**config.mk**
```make
export PLATFORM = sky130hd
export DESIGN_NAME = tag_mem_top
export DESIGN_NICKNAME = d
export VERILOG_FILES = /design/src/tag_mem_pkg.sv /design/src/word_access_if.sv /design/src/tx_word_if.sv /design/src/bank_counter.sv /design/src/command_decoder.sv /design/src/access_sequencer.sv /design/src/tx_serializer.sv /design/src/tag_mem_top.sv
export SDC_FILE = /design/constraint.sdc
export NUM_CORES = 1
export LEC_CHECK = 0
export ABC_AREA = 0
export BUFFER_PORTS_ARGS = -buffer_cell sky130_fd_sc_hd__buf_2
export CAP_MARGIN = 20
export CELL_PAD_IN_SITES_DETAIL_PLACEMENT = 0
export CELL_PAD_IN_SITES_GLOBAL_PLACEMENT = 1
export CORE_MARGIN = 4
export CORE_UTILIZATION = 46
export CTS_CLUSTER_SIZE = 30
export DETAILED_ROUTE_END_ITERATION = 8
export GPL_ROUTABILITY_DRIVEN = 0
export PLACE_DENSITY_LB_ADDON = 0.08
export SLEW_MARGIN = 20
export SYNTH_ARGS = -nofsm -noshare
export SYNTH_HDL_FRONTEND = slang
export SYNTH_SLANG_ARGS = --single-unit
```
**constraint.sdc**
```tcl
create_clock -name clk -period 5.8 [get_ports clk]
set_input_delay 0 -clock clk [delete_from_list [all_inputs] [get_ports clk]]
set_output_delay 0 -clock clk [all_outputs]
set_load 0.005 [all_outputs]
```
**src/tag_mem_pkg.sv**
```systemverilog
// shared widths, command bit positions and encodings, imported by every tag memory block
`default_nettype none

package tag_mem_pkg;

    localparam int ADDR_W    = 6;
    localparam int NUM_BANKS = 3;
    localparam int CMD_W     = 14;

    typedef logic [15:0]       word_t;
    typedef logic [ADDR_W-1:0] addr_t;

    typedef enum logic [1:0] {
        BANK_EPC = 2'd0,
        BANK_S1  = 2'd1,
        BANK_S2  = 2'd2
    } bank_e;

    // rx_cmd bit positions
    localparam int CMD_SELECT       = 4;
    localparam int CMD_EPC_READ     = 7;
    localparam int CMD_EPC_WRITE    = 8;
    localparam int CMD_SENSOR_WRITE = 10;
    localparam int CMD_SENSOR_READ  = 11;

    localparam logic [1:0] MEMBANK_EPC    = 2'd1;
    localparam logic [2:0] SEL_TARGET_SL  = 3'd4; // lower targets hit the inventoried flag
    localparam addr_t      CODE_WORD_ADDR = 6'd2;
    localparam addr_t      BANK_MAX       = 6'd63;

    typedef enum logic [3:0] {
        S_IDLE    = 4'b0001,
        S_PHASE1  = 4'b0010,
        S_PHASE2  = 4'b0100,
        S_RELEASE = 4'b1000
    } seq_state_e;

endpackage

`default_nettype wire

```
**src/word_access_if.sv**
```systemverilog
// access request channel from the command decoder to the access sequencer
`timescale 1ns/1ps
`default_nettype none

interface word_access_if import tag_mem_pkg::*; ();

    logic  start; // one-cycle request strobe
    logic  write;
    bank_e bank;
    word_t wdata;
    logic  busy;

    modport decoder (
        output start, write, bank, wdata,
        input  busy
    );

    modport sequencer (
        input  start, write, bank, wdata,
        output busy
    );

endinterface

`default_nettype wire

```
**src/tx_word_if.sv**
```systemverilog
// word fetch handshake between the access sequencer and the tx serializer
`timescale 1ns/1ps
`default_nettype none

interface tx_word_if import tag_mem_pkg::*; ();

    word_t word;
    logic  word_valid; // pulse, one cycle
    logic  last;       // word came from address 0
    logic  next_word;

    modport sequencer (
        output word, word_valid, last,
        input  next_word
    );

    modport serializer (
        input  word, word_valid, last,
        output next_word
    );

endinterface

`default_nettype wire

```
**src/bank_counter.sv**
```systemverilog
// write counter of one memory bank, saturating, one instance per bank
`timescale 1ns/1ps
`default_nettype none

module bank_counter import tag_mem_pkg::*; (
    input  logic  clk,
    input  logic  reset,
    input  logic  inc,
    output addr_t count
);

    always_ff @(posedge clk) begin
        if (reset) begin
            count <= '0;
        end else if (inc && (count != BANK_MAX)) begin // full bank keeps its count
            count <= count + 1'b1;
        end
    end

endmodule

`default_nettype wire

```
**src/command_decoder.sv**
```systemverilog
// command decoder: select flags, code word tracking and access requests to the sequencer
`timescale 1ns/1ps
`default_nettype none

module command_decoder import tag_mem_pkg::*; (
    input  logic             clk,
    input  logic             reset,
    input  logic             packet_complete,
    input  logic [CMD_W-1:0] rx_cmd,
    input  logic [2:0]       sel_target,
    input  logic [2:0]       sel_action,
    input  word_t            mask,
    input  logic [1:0]       mem_bank,
    input  logic [2:0]       sensor_code,
    input  word_t            epc_data_in,
    input  logic             epc_data_ready,
    input  logic [7:0]       adc_data,
    input  logic             adc_data_ready,
    input  logic [7:0]       time_stamp,
    input  logic             tx_enable,
    output logic             inven_flag,
    output logic             sl_flag,
    word_access_if.decoder   acc
);

    logic  epc_rdy_q;
    logic  adc_rdy_q;
    logic  sensor_ok;
    logic  can_issue;
    logic  epc_wr;
    logic  sensor_wr;
    logic  epc_rd;
    logic  sensor_rd;
    logic  sel_hit;
    logic  mask_match;
    bank_e sensor_bank;
    word_t code_word;
    addr_t epc_wr_idx; // shadow of the epc bank count

    // new flag value for a select, per action code
    function automatic logic sel_apply(input logic cur, input logic match,
                                       input logic [2:0] action);
        logic nxt;
        nxt = cur;
        if (match) begin
            case (action)
                3'd0, 3'd1: nxt = 1'b1;
                3'd3:       nxt = ~cur;
                3'd4, 3'd5: nxt = 1'b0;
                default:    nxt = cur;
            endcase
        end else begin
            case (action)
                3'd0, 3'd2: nxt = 1'b0;
                3'd4, 3'd6: nxt = 1'b1;
                3'd7:       nxt = ~cur;
                default:    nxt = cur;
            endcase
        end
        return nxt;
    endfunction

    assign sensor_ok   = (sensor_code == 3'd1) || (sensor_code == 3'd2);
    assign sensor_bank = (sensor_code == 3'd2) ? BANK_S2 : BANK_S1;
    assign can_issue   = !acc.busy && !acc.start; // busy lags start by a cycle

    assign epc_wr    = epc_data_ready && !epc_rdy_q && rx_cmd[CMD_EPC_WRITE]
                       && (mem_bank == MEMBANK_EPC);
    assign sensor_wr = adc_data_ready && !adc_rdy_q && rx_cmd[CMD_SENSOR_WRITE] && sensor_ok;
    // reads only make sense with the transmitter enabled
    assign epc_rd    = packet_complete && tx_enable && rx_cmd[CMD_EPC_READ]
                       && (mem_bank == MEMBANK_EPC);
    assign sensor_rd = packet_complete && tx_enable && rx_cmd[CMD_SENSOR_READ] && sensor_ok;

    assign sel_hit    = packet_complete && rx_cmd[CMD_SELECT] && (mem_bank == MEMBANK_EPC);
    assign mask_match = (mask == code_word);

    always_ff @(posedge clk) begin
        if (reset) begin
            epc_rdy_q  <= 1'b0;
            adc_rdy_q  <= 1'b0;
            acc.start  <= 1'b0;
            epc_wr_idx <= '0;
            code_word  <= '0;
            inven_flag <= 1'b1;
            sl_flag    <= 1'b1;
        end else begin
            epc_rdy_q <= epc_data_ready;
            adc_rdy_q <= adc_data_ready;
            acc.start <= can_issue && (epc_wr || sensor_wr || epc_rd || sensor_rd);
            if (can_issue && epc_wr) begin
                if (epc_wr_idx == CODE_WORD_ADDR) begin
                    code_word <= epc_data_in;
                end
                if (epc_wr_idx != BANK_MAX) begin
                    epc_wr_idx <= epc_wr_idx + 1'b1;
                end
            end
            if (sel_hit) begin
                if (sel_target < SEL_TARGET_SL) begin
                    inven_flag <= sel_apply(inven_flag, mask_match, sel_action);
                end else if (sel_target == SEL_TARGET_SL) begin
                    sl_flag <= sel_apply(sl_flag, mask_match, sel_action);
                end
            end
        end
    end

    // request payload, held until the next issue
    always_ff @(posedge clk) begin
        if (can_issue) begin
            if (epc_wr) begin
                acc.write <= 1'b1;
                acc.bank  <= BANK_EPC;
                acc.wdata <= epc_data_in;
            end else if (sensor_wr) begin
                acc.write <= 1'b1;
                acc.bank  <= sensor_bank;
                acc.wdata <= {time_stamp, adc_data};
            end else if (epc_rd || sensor_rd) begin
                acc.write <= 1'b0;
                acc.bank  <= epc_rd ? BANK_EPC : sensor_bank;
            end
        end
    end

endmodule

`default_nettype wire

```
**src/access_sequencer.sv**
```systemverilog
// memory macro phase sequencer for word writes and word fetches of a bank read
`timescale 1ns/1ps
`default_nettype none

module access_sequencer import tag_mem_pkg::*; (
    input  logic                 clk,
    input  logic                 reset,
    input  logic                 tx_enable,
    input  addr_t                counts [NUM_BANKS],
    input  word_t                mem_read_in,
    output logic [NUM_BANKS-1:0] inc,
    output logic                 pc_b,
    output logic                 we,
    output logic                 se,
    output logic [NUM_BANKS-1:0] mem_sel,
    output addr_t                mem_address,
    output word_t                mem_data_out,
    word_access_if.sequencer     acc,
    tx_word_if.sequencer         tx
);

    seq_state_e state;
    logic       cur_write;
    logic       rd_active; // read open until tx_enable drops
    logic       rd_empty;
    logic       accept;
    logic       fetch_go;
    addr_t      rd_addr;
    word_t      wr_data;

    assign accept   = (state == S_IDLE) && acc.start;
    assign fetch_go = rd_active && (state == S_IDLE) && tx.next_word;
    assign acc.busy = rd_active || (state != S_IDLE);
    // mem_sel already holds the bank one-hot during the write
    assign inc      = ((state == S_PHASE2) && cur_write) ? mem_sel : '0;

    always_ff @(posedge clk) begin
        if (reset) begin
            state         <= S_IDLE;
            pc_b          <= 1'b1;
            we            <= 1'b0;
            se            <= 1'b0;
            cur_write     <= 1'b0;
            rd_active     <= 1'b0;
            tx.word_valid <= 1'b0;
        end else begin
            tx.word_valid <= 1'b0;
            case (state)
                S_IDLE: begin
                    if (accept) begin
                        cur_write <= acc.write;
                        if (acc.write) begin
                            state <= S_PHASE1;
                            pc_b  <= 1'b0;
                        end else begin
                            rd_active <= 1'b1;
                        end
                    end else if (fetch_go) begin
                        state <= S_PHASE1;
                        pc_b  <= 1'b0;
                    end else if (rd_active && !tx_enable) begin
                        rd_active <= 1'b0;
                    end
                end
                S_PHASE1: begin
                    pc_b  <= 1'b1;
                    we    <= cur_write;
                    se    <= !cur_write;
                    state <= S_PHASE2;
                end
                S_PHASE2: begin
                    tx.word_valid <= !cur_write;
                    state         <= S_RELEASE;
                end
                S_RELEASE: begin
                    we    <= 1'b0;
                    se    <= 1'b0;
                    state <= S_IDLE;
                end
                default: state <= S_IDLE;
            endcase
        end
    end

    always_ff @(posedge clk) begin
        if (accept) begin
            wr_data     <= acc.wdata;
            mem_address <= counts[acc.bank];
            mem_sel     <= NUM_BANKS'(1) << acc.bank;
            rd_addr     <= counts[acc.bank] - 1'b1; // newest word first
            rd_empty    <= (counts[acc.bank] == '0);
        end else if (fetch_go) begin
            mem_address <= rd_addr;
        end
        if ((state == S_PHASE1) && cur_write) begin
            mem_data_out <= wr_data;
        end
        if ((state == S_PHASE2) && !cur_write) begin
            tx.word <= rd_empty ? '0 : mem_read_in;
            tx.last <= rd_empty || (rd_addr == '0);
            rd_addr <= rd_addr - 1'b1;
        end
    end

endmodule

`default_nettype wire

```
**src/tx_serializer.sv**
```systemverilog
// serial bit output of fetched words, one bit per data_clk rising edge, msb first
`timescale 1ns/1ps
`default_nettype none

module tx_serializer import tag_mem_pkg::*; (
    input  logic          clk,
    input  logic          reset,
    input  logic          data_clk,
    input  logic          tx_enable,
    output logic          tx_bit,
    output logic          tx_done,
    tx_word_if.serializer tx
);

    logic [2:0] dclk_sr; // two sync stages plus previous value
    logic       dclk_rise;
    logic       started;
    logic       cur_last;
    logic       shift_en;
    logic [3:0] bit_cnt;
    word_t      shift;

    assign dclk_rise = dclk_sr[1] && !dclk_sr[2];
    assign shift_en  = dclk_rise && tx_enable && started && !tx_done && !tx.word_valid;

    always_ff @(posedge clk) begin
        if (reset) begin
            dclk_sr      <= '0;
            started      <= 1'b0;
            cur_last     <= 1'b0;
            bit_cnt      <= '0;
            tx_bit       <= 1'b0;
            tx_done      <= 1'b0;
            tx.next_word <= 1'b0;
        end else begin
            dclk_sr      <= {dclk_sr[1:0], data_clk};
            tx.next_word <= 1'b0;
            if (!tx_enable) begin
                started <= 1'b0;
                bit_cnt <= '0;
                tx_bit  <= 1'b0;
                tx_done <= 1'b0;
            end else if (tx.word_valid) begin
                cur_last <= tx.last;
                bit_cnt  <= '0;
            end else if (dclk_rise && !tx_done && !started) begin
                started      <= 1'b1; // first edge only fetches
                tx.next_word <= 1'b1;
            end else if (shift_en) begin
                tx_bit  <= shift[15];
                bit_cnt <= bit_cnt + 1'b1;
                if (bit_cnt == 4'd15) begin
                    tx_done      <= cur_last;
                    tx.next_word <= !cur_last;
                end
            end
        end
    end

    always_ff @(posedge clk) begin
        if (tx.word_valid) begin
            shift <= tx.word;
        end else if (shift_en) begin
            shift <= {shift[14:0], 1'b0};
        end
    end

endmodule

`default_nettype wire

```
**src/tag_mem_top.sv**
```systemverilog
// tag memory controller top level, connects decoder, sequencer, serializer and bank counters
`timescale 1ns/1ps
`default_nettype none

module tag_mem_top import tag_mem_pkg::*; (
    input  logic                 clk,
    input  logic                 reset,
    input  logic                 packet_complete,
    input  logic [CMD_W-1:0]     rx_cmd,
    input  logic [2:0]           sel_target,
    input  logic [2:0]           sel_action,
    input  word_t                mask,
    input  logic [1:0]           mem_bank,
    input  logic [2:0]           sensor_code,
    input  word_t                epc_data_in,
    input  logic                 epc_data_ready,
    input  logic [7:0]           adc_data,
    input  logic                 adc_data_ready,
    input  logic [7:0]           time_stamp,
    input  logic                 tx_enable,
    input  logic                 data_clk,
    output logic                 pc_b,
    output logic                 we,
    output logic                 se,
    output logic [NUM_BANKS-1:0] mem_sel,
    output addr_t                mem_address,
    output word_t                mem_data_out,
    input  word_t                mem_read_in,
    output logic                 tx_bit,
    output logic                 tx_done,
    output logic                 inven_flag,
    output logic                 sl_flag,
    output addr_t                epc_count,
    output addr_t                s1_count,
    output addr_t                s2_count
);

    word_access_if acc ();
    tx_word_if     tx ();

    addr_t                counts [NUM_BANKS];
    logic [NUM_BANKS-1:0] inc;

    command_decoder u_decoder (
        .clk, .reset, .packet_complete, .rx_cmd, .sel_target, .sel_action, .mask,
        .mem_bank, .sensor_code, .epc_data_in, .epc_data_ready, .adc_data,
        .adc_data_ready, .time_stamp, .tx_enable, .inven_flag, .sl_flag,
        .acc (acc.decoder)
    );

    access_sequencer u_sequencer (
        .clk, .reset, .tx_enable, .counts, .mem_read_in, .inc, .pc_b, .we, .se,
        .mem_sel, .mem_address, .mem_data_out,
        .acc (acc.sequencer),
        .tx  (tx.sequencer)
    );

    tx_serializer u_serializer (
        .clk, .reset, .data_clk, .tx_enable, .tx_bit, .tx_done,
        .tx (tx.serializer)
    );

    for (genvar i = 0; i < NUM_BANKS; i++) begin : g_bank
        bank_counter u_counter (
            .clk,
            .reset,
            .inc   (inc[i]),
            .count (counts[i])
        );
    end

    assign epc_count = counts[BANK_EPC];
    assign s1_count  = counts[BANK_S1];
    assign s2_count  = counts[BANK_S2];

endmodule

`default_nettype wire

```
# Yosys cells after proc, flatten, opt, wreduce, memory -nomap -nowiden
# Cells that the tools add are included.
# word_totals
regBits	167
in_bits	96
word_cells	208
# op_classes
n_addsub	7
magnitude_cmp	2
n_eq_ne	28
n_shift	1
n_mux	40
bitwise_logic	8
reduce_logical	86
# ops
op	n
$mux 16	4
$mux 6	6
$logic_and 1x1->1	33
$add 6x1->6 const B	4
$ne 6x6->1 const B	4
$reduce_and 2->1	9
$eq 16x16->1	1
$eq 3x3->1 const B	5
$reduce_bool 2->1	7
$reduce_or 2->1	7
$mux 1	13
$bmux 6 s2	1
$logic_not 6->1	2
$mux 4	3
$pmux 1 s3	4
$pmux 4 s3	1
$reduce_and 4->1	3
$sub 6x1->6 const B	2
$logic_not 1->1	11
$eq 3x2->1 const B	3
$eq 4x4->1 const B	2
$mux 2	4
$logic_or 1x1->1	7
$not 1->1	7
25 further kinds	29

# Longest topological paths before layout
# Gate-level depths: netlist of the first run.
# logic_depth
word_depth	8
depth_mapped	8

# By module
# Synthesis of the first run repeated with hierarchy kept, for this count alone.
# unflattened
hier_cells	590
area_unflattened_um2	7196.9
# modules_own_cells
module	n_inst	cells_per_inst	area_per_inst_um2	seq_area_each_um2
access_sequencer	1	221	3029.2	2152.1
command_decoder	1	198	2192.1	1111.1
tx_serializer	1	90	1176.1	720.7
bank_counter	3	27	266.5	120.1

# Worst setup path before layout of the first run
# No wires, ideal clock.
# synth_timing
path_type	register to register
from	reg u_sequencer.state[1]
to	reg u_decoder.acc.wdata[0] (enable)
setup_ns	0.388
arrival_time_ns	2.053
required_time_ns	5.412
slack_ns	3.359
stages_incl_launch_ff	5
synth_period_minus_slack_ns	2.441
cell_sequence	dfxtp_1 > buf_6 > or4b_4 > or3_4 > nor2_1
# synth_between
elab_chain_cells	5
# synth_lines
element	line	rtl
start: declaration	access_sequencer.sv:22	seq_state_e state;
start signal: assignment	access_sequencer.sv:39	state <= S_IDLE;
start signal: assignment	access_sequencer.sv:53	state <= S_PHASE1;
start signal: assignment	access_sequencer.sv:59	state <= S_PHASE1;
$ne 4x1->1	access_sequencer.sv:33	assign acc.busy = rd_active || (state != S_IDLE);
$logic_or 1x1->1	access_sequencer.sv:33	
$logic_not 1->1	command_decoder.sv:65	assign can_issue = !acc.busy && !acc.start;
$logic_and 1x1->1	command_decoder.sv:65	
$reduce_and 2->1 (no source line)	--	
end signal: assignment	command_decoder.sv:115	acc.wdata <= epc_data_in;
end signal: assignment	command_decoder.sv:119	acc.wdata <= {time_stamp, adc_data};
end: declaration	word_access_if.sv:14	output start, write, bank, wdata,
# No other way between the ends.
# A chain may end at the register's enable or synchronous reset.

# Worst setup path after layout of the first run
# layout_timing
from	reg u_sequencer.state[2]
to	reg u_sequencer.rd_addr[4], data pin
# layout_between
elab_chain_cells	3
# layout_lines
element	line	rtl
$eq 4x3->1	access_sequencer.sv:98	if ((state == S_PHASE2) && !cur_write) begin
$logic_and 1x1->1	access_sequencer.sv:98	
$mux 6	access_sequencer.sv:98	
end signal: assignment	access_sequencer.sv:90	rd_addr <= counts[acc.bank] - 1'b1;
end signal: assignment	access_sequencer.sv:101	rd_addr <= rd_addr - 1'b1;
end: declaration	access_sequencer.sv:28	addr_t rd_addr;
# No other way between the ends.

==> impl.org, run 1 <==
** Run status
- The flow ran to the end, and the final reports show no timing, DRC or antenna violations.

** Synth
- Synthesized Nets :: 694
- After synthesis the netlist holds a flip-flop and latch count of 167.
- Biggest area consumer among synthesized cells :: edfxtp_1
- After synthesis, flip-flops and latches occupy 62.2% of the total area.
- Most common flop cell mapped by yosys :: edfxtp_1
- The cell area that synthesis handed to floorplanning was 0.00698 mm2.
- Share of flip-flops with an asynchronous set or reset after synthesis :: 0%
- Portion of synthesized cell area occupied by the leading cell type :: 43.0%
- Among all cell types in the netlist, the one instantiated most often is edfxtp_1.
- Netlist cell types :: 53
- Commonest cells post-synth :: edfxtp_1 (100), nand2_1 (86), nor2_1 (70)
- In this run, synthesis inferred 100 flip-flops with an integrated enable.
- Average instance area after synthesis :: 11.8 um2
- Yosys Warn Count :: 0
- Yosys attributes the largest share of cell area to edfxtp_1 (43%), dfxtp_1 (19%), nand2_1 (4.6%), mux2i_1 (4.4%), nor2_1 (3.8%).
- Synthesis handed over a netlist of 591 instances.

** Finish
- The area growth from synthesis to layout is 29.4%.
- The final layout contains 895 nets.
- Core utilization of the finished layout :: 61.5%
- Finished Cell Area :: 0.00903 mm2
- # diodes :: 0
- Cells with a size suffix above 1 make up 24.6% of the layout.

** Global routing
- The number of global-route vias before repair was 5011.
- Maximum number of pins on one net before global-route repair :: 56
- Global-route wire length before repair :: 25.1 mm
- Grt ovf :: 0
- GRT Overall Usage :: 18.0%
- Antenna violations before repair :: 0

** CTS
- Counting every sink on the clock net gives 167.
- The number of gates resized after CTS was 0.
- Number of buffers inserted by hold repair at cts :: 62
- Post-CTS timing repair inserted 0 buffers for setup.
- Worst-Skew Late Latency :: 0.42 ns
- The tree is rooted in a clkbuf_16.
- CTS tree :: done
- Clock-pin slew on the worst setup and hold paths :: 0.07 ns
- Total CTS buffers :: 17
- Number of H-tree levels :: 4
- No sink is reached through more buffers than the 2 on the longest clock path.

** Detailed routing
- Antenna violation net count after detailed routing :: 0
- Via count normalized by instance count :: 5.00
- The first detailed-routing pass took 4 iterations.
- After detailed routing, the total wire length is 15.0 mm.
- Residual DRC count :: 0
- Routed via count :: 4947
- WL per Instance :: 15.1 um
- For this block, the initial DRC count from the detailed router was 279.

** Job
- Max-cap violations in this run came to 0.

** Timing
- The final count of pins violating max slew came to 0.
- On the final layout, the worst hold slack is 0.0259 ns.
- Final clock period utilization by the worst path :: 47.8%
- Worst slew margin :: 34.2%
- Number of failing setup endpoints in the final timing report :: 0
- Derived from the worst setup path, the maximum achievable clock frequency is 0.360 GHz.
- Count of final hold-check violations :: 0
- Setup repair after global routing left no endpoint under its margin.
- Post-Route Skew :: 0.00732 ns
- For the final routed database, the setup TNS stands at 0 ns.
- Final critical path time including I/O delays and setup :: 2.78 ns
- At the pin with the least slew margin, the transition time is 0.983 ns.

** Floorplanning
- Chip Height :: 131 um
- After floorplanning, the core was sized to cover 0.0147 mm2.
- Row generation in the floorplan step produced 44 rows.
- Initial Util :: 47.5%
- The die covers 0.0172 mm2.
- The die is 131 um wide.
- Top-level port count :: 146

** Worst setup path
- Critical path data arrival time :: 2.95 ns
- At the worst endpoint, the required time is 5.97 ns.
- STA classifies the critical path endpoint as a flip-flop.
- Type of the worst setup path :: flip-flop to flip-flop
- Kind of start point of the critical path :: flip-flop
- In this run the worst path has a maximum fanout of 25.

** Worst hold path
- Classification of the worst-slack hold path :: input port to flip-flop

** Placement
- During placement, the flow inserted port buffers numbering 136.
- The HPWL after detailed placement is 10.3 mm.
- Summing all placed instances gives a cell area of 0.00782 mm2.

** Power and ir drop
- Cell Pwr Density :: 280 mW/mm2
- In this run the static leakage power is 3.47 nW.
- Maximum vdd drop :: 0.000201 V
-- registers in the layout (all words and copies together) (netlist names), 2 cells and up --
signal and flops:
u_decoder.epc_wr_idx 6, u_sequencer.mem_sel 3, u_serializer.bit_cnt 4, u_sequencer.mem_data_out 16, u_sequencer.state 4, u_sequencer.wr_data 16, u_sequencer.mem_address 6, u_decoder.code_word 16
u_serializer.dclk_sr 3, u_decoder.acc.wdata 16, u_decoder.acc.bank 2, u_serializer.shift 16, u_sequencer.tx.word 16, g_bank.u_counter.count 18, u_sequencer.rd_addr 6
-- per-stage QoR --
step | setup WS, ns | std cells | power (mW)
4_1_cts | 3.00 | 989 | 2.56
3_5_place_dp | 3.01 | 895 | 1.40
6_report | 3.02 | 989 | 2.53
3_3_place_gp | 3.06 | 895 | 1.40
5_1_grt | 2.80 | 989 | 2.62
2_1_floorplan | 3.36 | 591 | 1.35
-- power breakdown --
group	switching [mW]	total [mW]	leakage, nW	internal (mW)
registers	0.00866	1.28	1.44	1.27
logic	0.0584	0.131	1.74	0.0723
clock network	0.465	1.12	0.287	0.655
total	0.532	2.53	3.47	1.99
-- routing by layer --
| metal | up-vias | track usage, % | wire length, um |
|---|---|---|---|
| li1 | 2489 | - | - |
| met5 | - | 0 | 0 |
| met4 | 0 | 7.41 | 353 |
| met1 | 2293 | 24.5 | 7130 |
| met2 | 136 | 27.2 | 6620 |
| met3 | 29 | 5.20 | 854 |
-- cell usage in the layout (no fill, tap or decap), types with 5 or more instances in the layout --
cell type / instances
mux2_2: 21
buf_2: 136
or3_1: 5
o22ai_1: 6
nand2_1: 86
dlygate4sd3_1: 62
xor2_1: 18
dfxtp_1: 67
edfxtp_1: 100
o21ai_0: 12
mux2i_1: 31
a21oi_1: 13
clkbuf_16: 17
inv_1: 9
xnor2_1: 24
and2_1: 7
nor2b_1: 26
ha_1: 7
nor2_1: 69
nand4_1: 13
nand3_1: 13
-- worst max-delay path: stages, from the launching register on --
cell and delay [ns]:
dfxtp_1 0.43, nor4b_1 0.64, nor2b_2 0.26, buf_4 0.33, mux2i_1 0.36, ha_1 0.25
nand3_1 0.10, xor2_1 0.16
-- final timing paths --
check                          from  slack, ns                      to  cells after the start
min                       rx_cmd[4]       0.03       u_decoder.sl_flag                      4
max reg2reg    u_sequencer.state[2]       3.02  u_sequencer.rd_addr[4]                      7
max            u_sequencer.state[2]       3.02  u_sequencer.rd_addr[4]                      7
min reg2reg  u_decoder.acc.wdata[5]       0.42  u_sequencer.wr_data[5]                      0
-- cell families after synthesis --
logic type      synth area share [%]
flops                           62.2
simple gates                    16.8
compound gates                  4.71
buf+inv                         1.93
mux                             7.83
fa+ha+maj                       1.25
xor+xnor                        5.27
-- area by class of cell --
| class | instances | area (um2) |
|---|---|---|
| fill | 1205 | 5660 |
| sequential | 167 | 4340 |
| multi-input combinational | 395 | 2510 |
| timing repair buffer | 201 | 1320 |
| clock buffer | 20 | 447 |
| tap | 184 | 230 |
| clock inverter | 12 | 143 |
| inverter | 10 | 37.5 |
No activity file was read; power rests on OpenSTA's default activity.
==> inputs of run 2 (changes only) <==
CORE_UTILIZATION = 43   (was 46)
clock period = 2.6 ns   (was 5.8 ns; I/O delays follow)
==> impl.org, run 2 (same netlist as run 1, synthesis figures left out) <==
** Worst setup path
- The worst setup path is of the flip-flop to flip-flop kind.
- The worst register-to-register path begins at u_sequencer.state[1].
- At the worst endpoint, the arrival time is 2.61 ns.
- Ordered cell list for the critical path :: or4b_4, or3_4, a311oi_4, nand4_1, xor2_1, nor2_1
- Kind of start point of the critical path :: flip-flop
- Top fanout value on the critical path :: 8
- Maximum single-stage delay on the critical path :: 0.59 ns
- The largest individual stage delay along the critical path comes from the cell or4b_4.
- STA classifies the critical path endpoint as a flip-flop.
- For the worst setup path, the data required time is 2.88 ns.
- Launching instance or port of the critical path :: u_sequencer.state[1]

** Detailed routing
- The pre-antenna-repair detailed-routing pass consisted of 4 iterations.
- Routed via count :: 4962
- Number of violations reported at the end of detailed-routing iteration 0 :: 205
- Summed over all layers, the routed wires come to 15.0 mm.
- In this run the remaining antenna-violating nets after routing total 0.
- Residual DRC count :: 0
- Using the TritonRoute via totals, the vias-per-cell ratio works out to 4.82.
- Dividing the detail-routed wire length by the instance count gives 14.6 um.

** Timing
- Highest achievable clock rate :: 0.430 GHz
- Measured slew at the worst slew-check pin :: 0.753 ns
- After routing, the total negative slack on setup checks comes to 0 ns.
- Count of final hold-check violations :: 0
- Slew Viols, Final :: 0
- In the post-route analysis, the smallest setup slack over all paths is 0.275 ns.
- Final critical path time including I/O delays and setup :: 2.33 ns
- Setup violations remaining at the end of the flow were counted as 0.
- Post-Route Skew :: 0.00587 ns
- Measured against its own limit, the worst slew margin works out to 49.8%.
- Of the available clock period, the critical path in the final layout requires 89.4%.
- Setup repair after global routing missed its margin :: no

** Power and ir drop
- Summed over all cells, the static leakage comes to 3.51 nW.
- Cell Pwr Density :: 621 mW/mm2
- IR analysis of the VDD net gives a maximum drop of 0.000439 V.
- Summing internal, switching and leakage power gives 5.68 mW.

** Finish
- The library cell used most frequently in the layout, excluding fill and tap cells, is buf_2.
- More flip-flops sit in one register than any other, and that register is g_bank.u_counter.count.
- Cells with a size suffix above 1 make up 25.2% of the layout.
- The net count of the finished layout is 902.
- The finished cells cover 0.00914 mm2.
- Area growth syn-to-layout :: 30.9%
- Commonest cells after routing, fill and taps aside :: buf_2 (136), edfxtp_1 (100), nand2_1 (86), nor2_1 (70), dfxtp_1 (67)
- Largest register FFs :: 18

** Worst hold path
- Classification of the worst-slack hold path :: input port to flip-flop
- The worst hold path begins at rx_cmd[4].

** CTS
- Clock Path Buffers :: 2
- Clock-pin slew on the worst setup and hold paths :: 0.06 ns
- Number of H-tree levels :: 4
- The number of setup buffers added after CTS is 0.
- Clock root buffer master :: clkbuf_16
- Worst-Skew Late Latency :: 0.42 ns
- Clock sinks :: 167
- Total CTS buffers :: 17
- CTS tree :: done

** Floorplanning
- DIE AREA :: 0.0183 mm2
- In this run the horizontal extent of the chip is 135 um.
- For this configuration, the core starts out at a cell density of 44.0%.
- The initialized floorplan defines 46 standard-cell rows.
- Top-level port count :: 146
- Chip Height :: 135 um
- Core Box Area :: 0.0159 mm2

** Global routing
- The initial antenna violation count was 1.
- After global routing the overflow that remains totals 0.
- The number of global-route vias before repair is 4926.
- Entering global routing, the biggest net connects 55 pins.
- The first global-routing pass estimated 24.3 mm of wire.
- GRT Overall Usage :: 16.7%

** Job
- Number of max-cap violations :: 0

** Placement
- The placed instances occupy a cell area of 0.00792 mm2.
- Worst setup timing slack at the placement stage :: 0.295 ns
- # port buffers :: 136
- Placed wire-length estimate after detailed placement :: 10.6 mm

** Run status
- The flow ran to the end, and the final reports show no timing, DRC or antenna violations.
run 2: worst paths after layout:
kind / to / slack [ns] / depth (start not counted)
min: u_decoder.sl_flag / 0.02 / 4
max: u_decoder.epc_wr_idx[4] / 0.27 / 6
min reg2reg: u_sequencer.wr_data[15] / 0.42 / 0
max reg2reg: u_decoder.epc_wr_idx[4] / 0.27 / 6
run 2: stage by stage:
stage	instances	hold slack (ns)	utilization (%)
after floorplan	591	0.128	-
after global placement	934	0.215	49.8
after detailed placement	934	0.231	49.8
after CTS	1028	0.00683	57.5
after global routing	1028	0.0466	57.5
final	1029	0.0219	57.5
run 2: where the power goes:
| group | switching [mW] | internal, mW |
|---|---|---|
| combinational | 0.129 | 0.163 |
| sequential | 0.0196 | 2.83 |
| clock | 1.03 | 1.52 |
| total | 1.18 | 4.50 |
run 2: routing by layer:
layer	share of wire (%)	GRT usage (%)
met2	45	24.7
met4	2.4	7.28
met3	5.3	4.38
met1	47	23.4
met5	0.086	0
run 2: layout make-up:
cell class / instances / area, um2
Sequential cell: 167 / 4340
Clock buffer: 17 / 425
Clock inverter: 15 / 178
Timing Repair Buffer: 208 / 1380
Antenna cell: 1 / 2.50
Inverter: 10 / 37.5
Tap cell: 216 / 270
Fill cell: 1380 / 6740
Multi-Input combinational cell: 395 / 2510
run 2: worst max-delay path, delay by kind of cell, from the launching register on:
family,cells,cell delay (ns)
AND/OR/NAND/NOR,4,1.20
AO/OA/AOI/OAI,1,0.46
flip-flops,1,0.38
XOR/XNOR,1,0.15
run 2: repair_timing:
item	in CTS	in global routing
setup endpoints to repair	0	0
endpoints found under the hold margin	58	0
resized for setup	0	0
hold buffers	62	0
